**src/rv_params.svh**
```systemverilog
`ifndef RV_PARAMS_SVH
`define RV_PARAMS_SVH

// register and instruction width
`define RV_XLEN 32

// architectural register count
`define RV_REG_COUNT 32

// bits needed for a register index
`define RV_REG_ADDR_W 5

// first fetch address out of reset
`define RV_RESET_PC 32'h0000_0000

// bytes per instruction
`define RV_PC_STEP 32'd4

`endif

```
**src/rv_pkg.sv**
```systemverilog
`default_nettype none

`include "rv_params.svh"

package rv_pkg;

  // major opcodes the core understands
  typedef enum logic [6:0] {
    OP_REG_IMM = 7'b0010011,
    OP_REG_REG = 7'b0110011,
    OP_LUI     = 7'b0110111,
    OP_ENVIRON = 7'b1110011
  } opcode_e;

  // alu operations, pass_b serves lui
  typedef enum logic [3:0] {
    ALU_ADD    = 4'd0,
    ALU_SUB    = 4'd1,
    ALU_SLL    = 4'd2,
    ALU_SLT    = 4'd3,
    ALU_SLTU   = 4'd4,
    ALU_XOR    = 4'd5,
    ALU_SRL    = 4'd6,
    ALU_SRA    = 4'd7,
    ALU_OR     = 4'd8,
    ALU_AND    = 4'd9,
    ALU_PASS_B = 4'd10
  } alu_op_e;

  // what a pipeline slot holds
  typedef enum logic [1:0] {
    CYCLE_RESET    = 2'd0,
    CYCLE_NO_STALL = 2'd1,
    CYCLE_ILLEGAL  = 2'd2
  } cycle_status_e;

  // state at the start of decode
  typedef struct packed {
    logic [`RV_XLEN-1:0] pc;
    logic [`RV_XLEN-1:0] insn;
    cycle_status_e       status;
  } stage_decode_t;

  // state at the start of execute
  typedef struct packed {
    logic [`RV_XLEN-1:0]       pc;
    logic [`RV_XLEN-1:0]       insn;
    cycle_status_e             status;
    logic [`RV_REG_ADDR_W-1:0] rs1;
    logic [`RV_REG_ADDR_W-1:0] rs2;
    logic [`RV_XLEN-1:0]       rs1_data;
    logic [`RV_XLEN-1:0]       rs2_data;
    logic [`RV_XLEN-1:0]       imm;
    logic                      use_imm;
    alu_op_e                   alu_op;
    logic [`RV_REG_ADDR_W-1:0] rd;
    logic                      we;
    logic                      halt;
  } stage_execute_t;

endpackage

`default_nettype wire

```
**src/wb_bus_if.sv**
```systemverilog
`timescale 1ns/1ps
`default_nettype none

`include "rv_params.svh"

// one instruction per cycle, levels only
interface wb_bus_if;
  logic                      we;
  logic [`RV_REG_ADDR_W-1:0] rd;
  logic [`RV_XLEN-1:0]       result;
  logic [`RV_XLEN-1:0]       pc;
  logic [`RV_XLEN-1:0]       insn;
  rv_pkg::cycle_status_e     status;
  logic                      is_ecall;

  // driven by the execute register
  modport source (output we, rd, result, pc, insn, status, is_ecall);

  // register file and top level trace
  modport sink (input we, rd, result, pc, insn, status, is_ecall);
endinterface

`default_nettype wire
```
**src/alu.sv**
```systemverilog
`timescale 1ns/1ps
`default_nettype none

`include "rv_params.svh"

module alu (
  input  rv_pkg::alu_op_e     i_op,
  input  logic [`RV_XLEN-1:0] i_a,
  input  logic [`RV_XLEN-1:0] i_b,
  output logic [`RV_XLEN-1:0] o_result
);

  localparam int SHAMT_W = $clog2(`RV_XLEN);

  logic [SHAMT_W-1:0] shamt;
  logic               lt_signed;
  logic               lt_unsigned;

  // shift amount from the low bits of b only
  assign shamt = i_b[SHAMT_W-1:0];

  assign lt_signed   = $signed(i_a) < $signed(i_b);
  assign lt_unsigned = i_a < i_b;

  always_comb begin
    case (i_op)
      rv_pkg::ALU_ADD:    o_result = i_a + i_b;
      rv_pkg::ALU_SUB:    o_result = i_a - i_b;
      rv_pkg::ALU_SLL:    o_result = i_a << shamt;
      rv_pkg::ALU_SLT: begin
        o_result = {{(`RV_XLEN-1){1'b0}}, lt_signed};
      end
      rv_pkg::ALU_SLTU: begin
        o_result = {{(`RV_XLEN-1){1'b0}}, lt_unsigned};
      end
      rv_pkg::ALU_XOR:    o_result = i_a ^ i_b;
      rv_pkg::ALU_SRL:    o_result = i_a >> shamt;
      // arithmetic shift keeps the sign bit
      rv_pkg::ALU_SRA:    o_result = $unsigned($signed(i_a) >>> shamt);
      rv_pkg::ALU_OR:     o_result = i_a | i_b;
      rv_pkg::ALU_AND:    o_result = i_a & i_b;
      // lui carries its upper immediate in b
      rv_pkg::ALU_PASS_B: o_result = i_b;
      default:            o_result = '0;
    endcase
  end

endmodule

`default_nettype wire

```
**src/decode_stage.sv**
```systemverilog
`timescale 1ns/1ps
`default_nettype none

`include "rv_params.svh"

module decode_stage (
  input  logic                   clk,
  input  logic                   rst,
  input  rv_pkg::stage_decode_t  i_decode,
  wb_bus_if.sink                 wb,
  output rv_pkg::stage_execute_t o_execute
);

  localparam logic [6:0] F7_BASE = 7'b0000000;
  localparam logic [6:0] F7_ALT = 7'b0100000;
  localparam logic [`RV_XLEN-1:0] INSN_ECALL = 32'h0000_0073;

  rv_pkg::opcode_e           opcode;
  logic [2:0]                funct3;
  logic [6:0]                funct7;
  logic [`RV_REG_ADDR_W-1:0] rs1;
  logic [`RV_REG_ADDR_W-1:0] rs2;
  logic [`RV_REG_ADDR_W-1:0] rd;
  logic [`RV_XLEN-1:0]       imm_i;
  logic [`RV_XLEN-1:0]       imm_u;
  logic [`RV_XLEN-1:0]       rs1_data;
  logic [`RV_XLEN-1:0]       rs2_data;
  rv_pkg::stage_execute_t    exe_next;
  logic                      illegal;

  assign opcode = rv_pkg::opcode_e'(i_decode.insn[6:0]);
  assign rd     = i_decode.insn[11:7];
  assign funct3 = i_decode.insn[14:12];
  assign rs1    = i_decode.insn[19:15];
  assign rs2    = i_decode.insn[24:20];
  assign funct7 = i_decode.insn[31:25];

  assign imm_i = {{(`RV_XLEN-12){i_decode.insn[31]}}, i_decode.insn[31:20]};
  assign imm_u = {i_decode.insn[31:12], 12'b0};

  register_file rf (
    .clk        (clk),
    .rst        (rst),
    .wb         (wb),
    .i_rs1      (rs1),
    .i_rs2      (rs2),
    .o_rs1_data (rs1_data),
    .o_rs2_data (rs2_data)
  );

  always_comb begin
    illegal           = 1'b0;
    exe_next.pc       = i_decode.pc;
    exe_next.insn     = i_decode.insn;
    exe_next.status   = i_decode.status;
    exe_next.rs1      = rs1;
    exe_next.rs2      = rs2;
    exe_next.rs1_data = rs1_data;
    exe_next.rs2_data = rs2_data;
    exe_next.imm      = imm_i;
    exe_next.use_imm  = 1'b0;
    exe_next.alu_op   = rv_pkg::ALU_ADD;
    exe_next.rd       = rd;
    exe_next.we       = 1'b0;
    exe_next.halt     = 1'b0;
    case (opcode)
      rv_pkg::OP_REG_IMM: begin
        exe_next.use_imm = 1'b1;
        exe_next.we      = 1'b1;
        case (funct3)
          3'b000: exe_next.alu_op = rv_pkg::ALU_ADD;
          3'b010: exe_next.alu_op = rv_pkg::ALU_SLT;
          3'b011: exe_next.alu_op = rv_pkg::ALU_SLTU;
          3'b100: exe_next.alu_op = rv_pkg::ALU_XOR;
          3'b110: exe_next.alu_op = rv_pkg::ALU_OR;
          3'b111: exe_next.alu_op = rv_pkg::ALU_AND;
          3'b001: begin
            exe_next.alu_op = rv_pkg::ALU_SLL;
            illegal = (funct7 != F7_BASE);
          end
          default: begin
            // srli or srai, told apart by funct7
            exe_next.alu_op = (funct7 == F7_ALT) ? rv_pkg::ALU_SRA : rv_pkg::ALU_SRL;
            illegal = (funct7 != F7_BASE) && (funct7 != F7_ALT);
          end
        endcase
      end
      rv_pkg::OP_REG_REG: begin
        exe_next.we = 1'b1;
        case ({funct7, funct3})
          {F7_BASE, 3'b000}: exe_next.alu_op = rv_pkg::ALU_ADD;
          {F7_ALT, 3'b000}:  exe_next.alu_op = rv_pkg::ALU_SUB;
          {F7_BASE, 3'b001}: exe_next.alu_op = rv_pkg::ALU_SLL;
          {F7_BASE, 3'b010}: exe_next.alu_op = rv_pkg::ALU_SLT;
          {F7_BASE, 3'b011}: exe_next.alu_op = rv_pkg::ALU_SLTU;
          {F7_BASE, 3'b100}: exe_next.alu_op = rv_pkg::ALU_XOR;
          {F7_BASE, 3'b101}: exe_next.alu_op = rv_pkg::ALU_SRL;
          {F7_ALT, 3'b101}:  exe_next.alu_op = rv_pkg::ALU_SRA;
          {F7_BASE, 3'b110}: exe_next.alu_op = rv_pkg::ALU_OR;
          {F7_BASE, 3'b111}: exe_next.alu_op = rv_pkg::ALU_AND;
          default:           illegal = 1'b1;
        endcase
      end
      rv_pkg::OP_LUI: begin
        exe_next.imm     = imm_u;
        exe_next.use_imm = 1'b1;
        exe_next.alu_op  = rv_pkg::ALU_PASS_B;
        exe_next.we      = 1'b1;
      end
      rv_pkg::OP_ENVIRON: begin
        // only plain ecall, every other system encoding is illegal
        exe_next.halt = (i_decode.insn == INSN_ECALL);
        illegal = (i_decode.insn != INSN_ECALL);
      end
      default: illegal = 1'b1;
    endcase

    // reset slots and illegal insns must not write or halt
    if (i_decode.status == rv_pkg::CYCLE_RESET) begin
      exe_next.we   = 1'b0;
      exe_next.halt = 1'b0;
    end else if (illegal) begin
      exe_next.status = rv_pkg::CYCLE_ILLEGAL;
      exe_next.we     = 1'b0;
      exe_next.halt   = 1'b0;
    end
  end

  always_ff @(posedge clk) begin
    if (rst) begin
      o_execute        <= '0;
      o_execute.status <= rv_pkg::CYCLE_RESET;
    end else begin
      o_execute <= exe_next;
    end
  end

endmodule

`default_nettype wire

```
**src/execute_stage.sv**
```systemverilog
`timescale 1ns/1ps
`default_nettype none

`include "rv_params.svh"

module execute_stage (
  input  logic                   clk,
  input  logic                   rst,
  input  rv_pkg::stage_execute_t i_execute,
  wb_bus_if.source               wb
);

  logic                fwd_rs1;
  logic                fwd_rs2;
  logic [`RV_XLEN-1:0] op_a;
  logic [`RV_XLEN-1:0] rs2_val;
  logic [`RV_XLEN-1:0] op_b;
  logic [`RV_XLEN-1:0] alu_result;

  // distance one hazards, the insn just ahead is sitting on the bus
  assign fwd_rs1 = wb.we && (wb.rd != '0) && (wb.rd == i_execute.rs1);
  assign fwd_rs2 = wb.we && (wb.rd != '0) && (wb.rd == i_execute.rs2);

  assign op_a    = fwd_rs1 ? wb.result : i_execute.rs1_data;
  assign rs2_val = fwd_rs2 ? wb.result : i_execute.rs2_data;

  // immediate forms ignore rs2 entirely
  assign op_b = i_execute.use_imm ? i_execute.imm : rs2_val;

  alu u_alu (
    .i_op     (i_execute.alu_op),
    .i_a      (op_a),
    .i_b      (op_b),
    .o_result (alu_result)
  );

  always_ff @(posedge clk) begin
    if (rst) begin
      wb.we       <= 1'b0;
      wb.rd       <= '0;
      wb.result   <= '0;
      wb.pc       <= '0;
      wb.insn     <= '0;
      wb.status   <= rv_pkg::CYCLE_RESET;
      wb.is_ecall <= 1'b0;
    end else begin
      wb.we       <= i_execute.we;
      wb.rd       <= i_execute.rd;
      wb.result   <= alu_result;
      wb.pc       <= i_execute.pc;
      wb.insn     <= i_execute.insn;
      wb.status   <= i_execute.status;
      wb.is_ecall <= i_execute.halt;
    end
  end

endmodule

`default_nettype wire

```
**src/fetch_unit.sv**
```systemverilog
`timescale 1ns/1ps
`default_nettype none

`include "rv_params.svh"

module fetch_unit (
  input  logic                  clk,
  input  logic                  rst,
  input  logic [`RV_XLEN-1:0]   i_insn,
  output logic [`RV_XLEN-1:0]   o_pc,
  output rv_pkg::stage_decode_t o_decode
);

  logic [`RV_XLEN-1:0] pc_q;

  // no branches, so the pc only ever steps forward
  always_ff @(posedge clk) begin
    if (rst) begin
      pc_q <= `RV_RESET_PC;
    end else begin
      pc_q <= pc_q + `RV_PC_STEP;
    end
  end

  assign o_pc = pc_q;

  // insn for pc_q arrives on the falling edge
  always_ff @(posedge clk) begin
    if (rst) begin
      o_decode.pc     <= '0;
      o_decode.insn   <= '0;
      o_decode.status <= rv_pkg::CYCLE_RESET;
    end else begin
      o_decode.pc     <= pc_q;
      o_decode.insn   <= i_insn;
      o_decode.status <= rv_pkg::CYCLE_NO_STALL;
    end
  end

endmodule

`default_nettype wire

```
**src/register_file.sv**
```systemverilog
`timescale 1ns/1ps
`default_nettype none

`include "rv_params.svh"

module register_file (
  input  logic                      clk,
  input  logic                      rst,
  wb_bus_if.sink                    wb,
  input  logic [`RV_REG_ADDR_W-1:0] i_rs1,
  input  logic [`RV_REG_ADDR_W-1:0] i_rs2,
  output logic [`RV_XLEN-1:0]       o_rs1_data,
  output logic [`RV_XLEN-1:0]       o_rs2_data
);

  logic [`RV_XLEN-1:0] regs [`RV_REG_COUNT];

  // x0 is never written, so it stays at its reset value
  always_ff @(posedge clk) begin
    if (rst) begin
      for (int i = 0; i < `RV_REG_COUNT; i++) begin
        regs[i] <= '0;
      end
    end else if (wb.we && (wb.rd != '0)) begin
      regs[wb.rd] <= wb.result;
    end
  end

  // write-through, the pending writeback wins over the array
  function automatic logic [`RV_XLEN-1:0] read_port(
    input logic [`RV_REG_ADDR_W-1:0] idx
  );
    if (wb.we && (idx != '0) && (idx == wb.rd)) begin
      return wb.result;
    end
    return regs[idx];
  endfunction

  assign o_rs1_data = read_port(i_rs1);
  assign o_rs2_data = read_port(i_rs2);

endmodule

`default_nettype wire

```
**src/rv_core.sv**
```systemverilog
`timescale 1ns/1ps
`default_nettype none

`include "rv_params.svh"

module rv_core (
  input  logic                  clk,
  input  logic                  rst,
  input  logic [`RV_XLEN-1:0]   i_insn,
  output logic [`RV_XLEN-1:0]   o_pc,
  output logic                  o_halt,
  output logic [`RV_XLEN-1:0]   o_trace_pc,
  output logic [`RV_XLEN-1:0]   o_trace_insn,
  output rv_pkg::cycle_status_e o_trace_status,
  output logic                  o_trace_we,
  output logic [`RV_XLEN-1:0]   o_trace_data
);

  rv_pkg::stage_decode_t  decode_state;
  rv_pkg::stage_execute_t execute_state;

  wb_bus_if wb ();

  fetch_unit u_fetch (
    .clk      (clk),
    .rst      (rst),
    .i_insn   (i_insn),
    .o_pc     (o_pc),
    .o_decode (decode_state)
  );

  decode_stage u_decode (
    .clk       (clk),
    .rst       (rst),
    .i_decode  (decode_state),
    .wb        (wb.sink),
    .o_execute (execute_state)
  );

  execute_stage u_execute (
    .clk       (clk),
    .rst       (rst),
    .i_execute (execute_state),
    .wb        (wb.source)
  );

  // trace shows whatever sits in writeback
  assign o_halt         = wb.is_ecall;
  assign o_trace_pc     = wb.pc;
  assign o_trace_insn   = wb.insn;
  assign o_trace_status = wb.status;
  assign o_trace_we     = wb.we;
  assign o_trace_data   = wb.result;

endmodule

`default_nettype wire

```
**config.mk**
```make
export PLATFORM = sky130hd
export DESIGN_NAME = rv_core
export DESIGN_NICKNAME = d
export VERILOG_FILES = /design/src/rv_pkg.sv /design/src/wb_bus_if.sv /design/src/alu.sv /design/src/decode_stage.sv /design/src/execute_stage.sv /design/src/fetch_unit.sv /design/src/register_file.sv /design/src/rv_core.sv
export VERILOG_INCLUDE_DIRS = /design/src
export SDC_FILE = /design/constraint.sdc
export NUM_CORES = 2
export LEC_CHECK = 0
export ABC_AREA = 1
export BUFFER_PORTS_ARGS = -buffer_cell sky130_fd_sc_hd__buf_2
export CELL_PAD_IN_SITES_DETAIL_PLACEMENT = 0
export CELL_PAD_IN_SITES_GLOBAL_PLACEMENT = 1
export CORE_MARGIN = 2
export CORE_UTILIZATION = 27
export DETAILED_ROUTE_END_ITERATION = 8
export PLACE_DENSITY = 0.62
export SLEW_MARGIN = 5
export SYNTH_ARGS = -nofsm -noshare
export SYNTH_HDL_FRONTEND = slang
export SYNTH_HIERARCHICAL = 1
export SYNTH_SLANG_ARGS = --single-unit
```
**constraint.sdc**
```tcl
create_clock -name clk -period 3.4 [get_ports clk]
set_clock_uncertainty 0.2 [all_clocks]
set_input_delay 0.34 -clock clk [delete_from_list [all_inputs] [get_ports clk]]
set_output_delay 0.34 -clock clk [all_outputs]
set_load 0.05 [all_outputs]
```
==> flow_results.org <==
** STA
- After layout, the minimum clock period comes to 3.44 ns.
- Number of endpoints failing setup at the final stage :: 6
- The final-report max-slew violation count came to 0.
- Setup repair after global routing missed its margin :: yes
- Timing would allow up to 290 MHz.
- At the pin with the least slew margin, the transition time is 0.804 ns.
- The final hold violation count came to 0.
- Slew headroom :: 46.4%
- After layout, the worst setup slack is -0.0441 ns.
- Final period util :: 101%

** Setup path
- Critical path, cell by cell :: nor2_4, nand3_2, nand2_4, nor2_4, buf_12, buf_6, buf_4, nand3_1, nand3_2, nand2_1, inv_1, ha_4, inv_1, a21oi_2, buf_4, nand2_1, nor2_2, buf_4, nand4_1, nand3_1, nand3_1, inv_1, nor2_1
- On the worst path, the slowest cell contributes a delay of ~0.37 ns.
- In this design, the largest share of critical-path delay is due to simple AND/OR/NAND/NOR gates.
- Biggest fanout along the worst timing path :: 6
- Critical path startpoint category :: flip-flop
- Crit Path Category :: flip-flop to flip-flop
- Data arrives at the worst endpoint at 3.97 ns.
- Total buffers and inverters traversed by the critical path :: 8
- R2R setup slack :: -0.04 ns
- Endpoint required time on the critical path :: 3.93 ns
- In this run the critical register-to-register path is launched from u_execute/wb.rd[0]$_SDFF_PP0_.
- Capturing element type of the critical path :: flip-flop
- Counting cells, the worst reg-to-reg path comes to 23.
- Crit-path slowest cell :: dfxtp_4
- In this run the critical register-to-register path is captured at u_execute/wb.result[26]$_SDFF_PP0_.

** Floorplan
- The floorplan step defined a die boundary enclosing 311000 um^2.
- In this run the standard cell core region covers between 300000 and 400000 um^2.
- Starting utilization of the core area :: 27.1%
- I/O pin total :: 166
- In this run the vertical extent of the chip is 557 um.
- Die width :: 557 um
- Placement row count :: just over 200

** Power
- Power density cells :: 480 nW/um^2
- Overall power :: 49600 uW
- Across the VDD grid, the largest voltage drop is 0.000356 V.
- Leak Pwr :: 0.0457 uW

** Synthesis
- In this run the cell area of the synthesized design comes to 82700 um^2.
- Count of flip-flops with a built-in enable after synthesis :: just over 1000
- Yosys synthesis warning count :: 6
- Fraction of synthesis flops using an asynchronous set or reset pin :: 0%
- Post-Syn Instances :: 11700
- Of the synthesized area, sequential elements account for 46.0%.
- Primary flip-flop cell chosen by synthesis mapping :: edfxtp_1
- After synthesis, the mean cell area works out to between 7 and 8 um^2.
- Synthesis instantiated 50 different standard cells from the library.
- Synthesis inferred 1390 register bits.

** Clocking
- After clock tree synthesis, the clock-pin slew on the worst setup and hold paths is 0.06 ns.
- Number of clock buffers inserted by TritonCTS :: 177
- Clock tree synthesis found a total of 1390 sinks.
- Clock tree from TritonCTS :: done
- In this run the deepest clock path goes through 4 buffers.
- For the worst-skew pair, the clock arrives at the later sink with an insertion delay of 0.87 ns.
- The H-tree generated during clock tree synthesis spans 4 levels.
- Cell at the root of the clock tree :: clkbuf_16

** Cells and area
- Layout-stage area growth over the synthesis result :: 25.0%
- Excluding fillers, the count of instances in the completed layout stands at 16600.
- Count of nets after finishing :: 12500
- Of the cells placed in the final design, the portion with a size suffix greater than 1 is between 10% and 20%.
- Final standard cell area without fillers :: just over 100000 um^2
- Total area of multi-input combinational cells :: 37800 um^2
- The filler cells instantiated in the layout total 33000.
- Registers take 38100 um^2.
- Fraction of the core area covered by cells at the end of the flow :: 33.9%

** Place
- The number of placed instances, taps included, is about 16000.
- Dpl cell area :: 93600 um^2
- HPWL after detailed placement :: 260000 um
- At the end of routability-driven placement, the weighted congestion stood at ~0.96.
- Number of I/O port buffers :: 163

** Global route
- For this run the aggregate overflow at the end of global routing stands at 0.
- Global-route wire length before repair :: 549000 um
- In the global route stage, met2 resource usage came out at 37.4%.
- Met1 routing resource usage after global routing :: between 30% and 40%
- For met3 alone, demand over resource in global routing was 3.18%.
- Tot GR Track Use :: 23.9%
- The initial antenna violation count was 6.
- The global routing stage identified its most utilized layer as met2.
- Vias in the first global route :: a little under 80000
- Largest net degree at the start of global routing :: 138

** Route
- Total wire length after detailed routing :: 383000 um
- DRT Pass-1 Iters :: 6
- Detail Route Antenna Nets :: 0
- Using the TritonRoute via totals, the vias-per-cell ratio works out to 4.89.
- For this run, design rule violations remaining after detail routing come to 0.
- The detailed router finished its first iteration with between 8000 and 9000 violations.
- Routed len/inst :: 23.1 um
- Detailed routing inserted a total of about 81000 vias.

** Outcome
- The checks that failed: setup timing.
- The flow ran to the end, but the final reports show violations.

** Min path
- The startpoint identified for the worst hold timing path is i_insn[27].
- Hold WC Path Type :: input pin to flip-flop
- The worst hold path terminates at u_fetch/o_decode[29]$_SDFF_PP0_.
- Worst hold stages :: 4

** Job
- Across the run, the number of max-cap violations was 0.
## routing by layer
layer / vias to the layer above / routed length, um
met2: 3413 / 169000
met4: 2 / 16100
li1: 38300 / -
met1: 38900 / 169000
met3: 565 / 28700
met5: - / 13
## cell usage after synthesis, types with 8 or more instances
master    instances  share of area (%)
inv_1          1478                6.7
o211ai_1         73               0.66
nand2_4           8               0.11
a21oi_1         223                1.3
inv_2            20              0.091
buf_4            80               0.73
o22ai_1          37               0.28
buf_2           176                1.1
and2_1           10              0.076
nand3_1        2119                 13
nand2_1        3460                 16
o21ai_0          81               0.49
nand4_1          31               0.23
o21bai_1         10              0.091
o21ai_1           9              0.054
edfxtp_1       1024                 37
nand2_2          11              0.083
nor3_1           38               0.23
buf_6            36               0.49
nor2_1         1711                7.8
xor2_1           10               0.11
nor2_4           19               0.26
ha_1            101                1.5
buf_1            69               0.31
dfxtp_1         366                8.9
nor2_2           11              0.083
clkbuf_1        451                2.0
## report_power, final
| group | internal [uW] | switching [uW] | total [uW] |
|---|---|---|---|
| Clock | 11000 | 8080 | 19000 |
| Combinational | 3680 | 7590 | 11300 |
| Sequential | 18800 | 497 | 19300 |
| Total | 33400 | 16200 | 49600 |
## flip-flops by register name (all words and copies together), names as in the netlist
register	flops
u_fetch/o_decode	63
u_execute/wb.pc	32
u_execute/wb.status	2
u_decode/o_execute	168
u_decode/rf/regs	1024
u_execute/wb.result	32
u_execute/wb.is_ecall	1
u_execute/wb.insn	32
u_execute/wb.we	1
u_execute/wb.rd	5
u_fetch/o_pc	30
## cell type report
class / count / share of cell area, %
antenna: 8 / 0.0194
clock buffer: 226 / 4.76
clock inverter: 98 / 0.805
tap: 4100 / 4.96
timing repair buffer: 1211 / 10.5
multi-input combinational: 8045 / 36.5
inverter: 1504 / 5.53
sequential: 1390 / 36.9
## worst min-delay path: cells and delay by family
family	cells	cell delay, ns
buffers and inverters	3	0.68
and+or+nand+nor	1	0.06
## logic make-up after synthesis
logic type	synth area share [%]
compound gates	3.09
buf+inv	11.5
flops	46.0
simple gates	37.6
xor+xnor	0.138
fa+ha+maj	1.58
other cells	0.00908
## cell usage in the layout, fill, tap and decap left out, types with 24 or more instances in the layout
cell type and n:
clkinv_1 36, inv_2 89, inv_1 1398, dfxtp_1 349
o22ai_1 37, o211ai_1 73, buf_6 58, clkbuf_1 31
nor2_2 70, a21oi_2 29, nor2_1 1625, nand3_2 59
dlygate4sd3_1 71, o21ai_1 24, nor3_1 26, buf_12 127
o21ai_0 51, nand2_1 3193, a21oi_1 192, nor2_4 46
nand4_1 31, conb_1 37, nand2_2 250, ha_1 47
edfxtp_1 1024, ha_4 38, clkinv_2 30, nand2_4 33
clkbuf_16 194, buf_2 163, nand3_1 2049, buf_4 779
## through the flow
step | setup WS [ns] | setup TNS (ns) | hold slack [ns]
final | -0.0441 | -0.164 | 0.0554
after global routing | -0.217 | -3.66 | 0.0443
after CTS | -0.0120 | -0.0251 | 0.00286
after detailed placement | -0.455 | -10.73 | 0.193
after global placement | -0.461 | -9.75 | 0.189
after floorplan | 0.00148 | 0 | 0.179
## how the worst max path moves through the flow
stage                                              from                            endpoint  slack, ns  depth (start not counted)
after floorplan           u_execute/wb.rd[0]$_SDFF_PP0_   u_execute/wb.result[0]$_SDFF_PP0_      0.001                         28
after global placement    u_execute/wb.rd[0]$_SDFF_PP0_   u_execute/wb.result[0]$_SDFF_PP0_      -0.46                         25
after detailed placement  u_execute/wb.rd[0]$_SDFF_PP0_  u_execute/wb.result[22]$_SDFF_PP0_      -0.46                         22
after CTS                 u_execute/wb.rd[2]$_SDFF_PP0_  u_execute/wb.result[21]$_SDFF_PP0_      -0.01                         24
after global routing      u_execute/wb.rd[0]$_SDFF_PP0_  u_execute/wb.result[29]$_SDFF_PP0_      -0.22                         23
final                     u_execute/wb.rd[0]$_SDFF_PP0_  u_execute/wb.result[26]$_SDFF_PP0_      -0.04                         23
## repair_timing
action	in CTS	in global routing
setup endpoints to repair	32	32
buffers inserted	16	30
pin swaps	29	112
hold buffers	71	0
gates cloned	1	6
hold endpoints to repair	99	0
gates resized for setup	236	583
No activity file was read; power rests on OpenSTA's default activity.
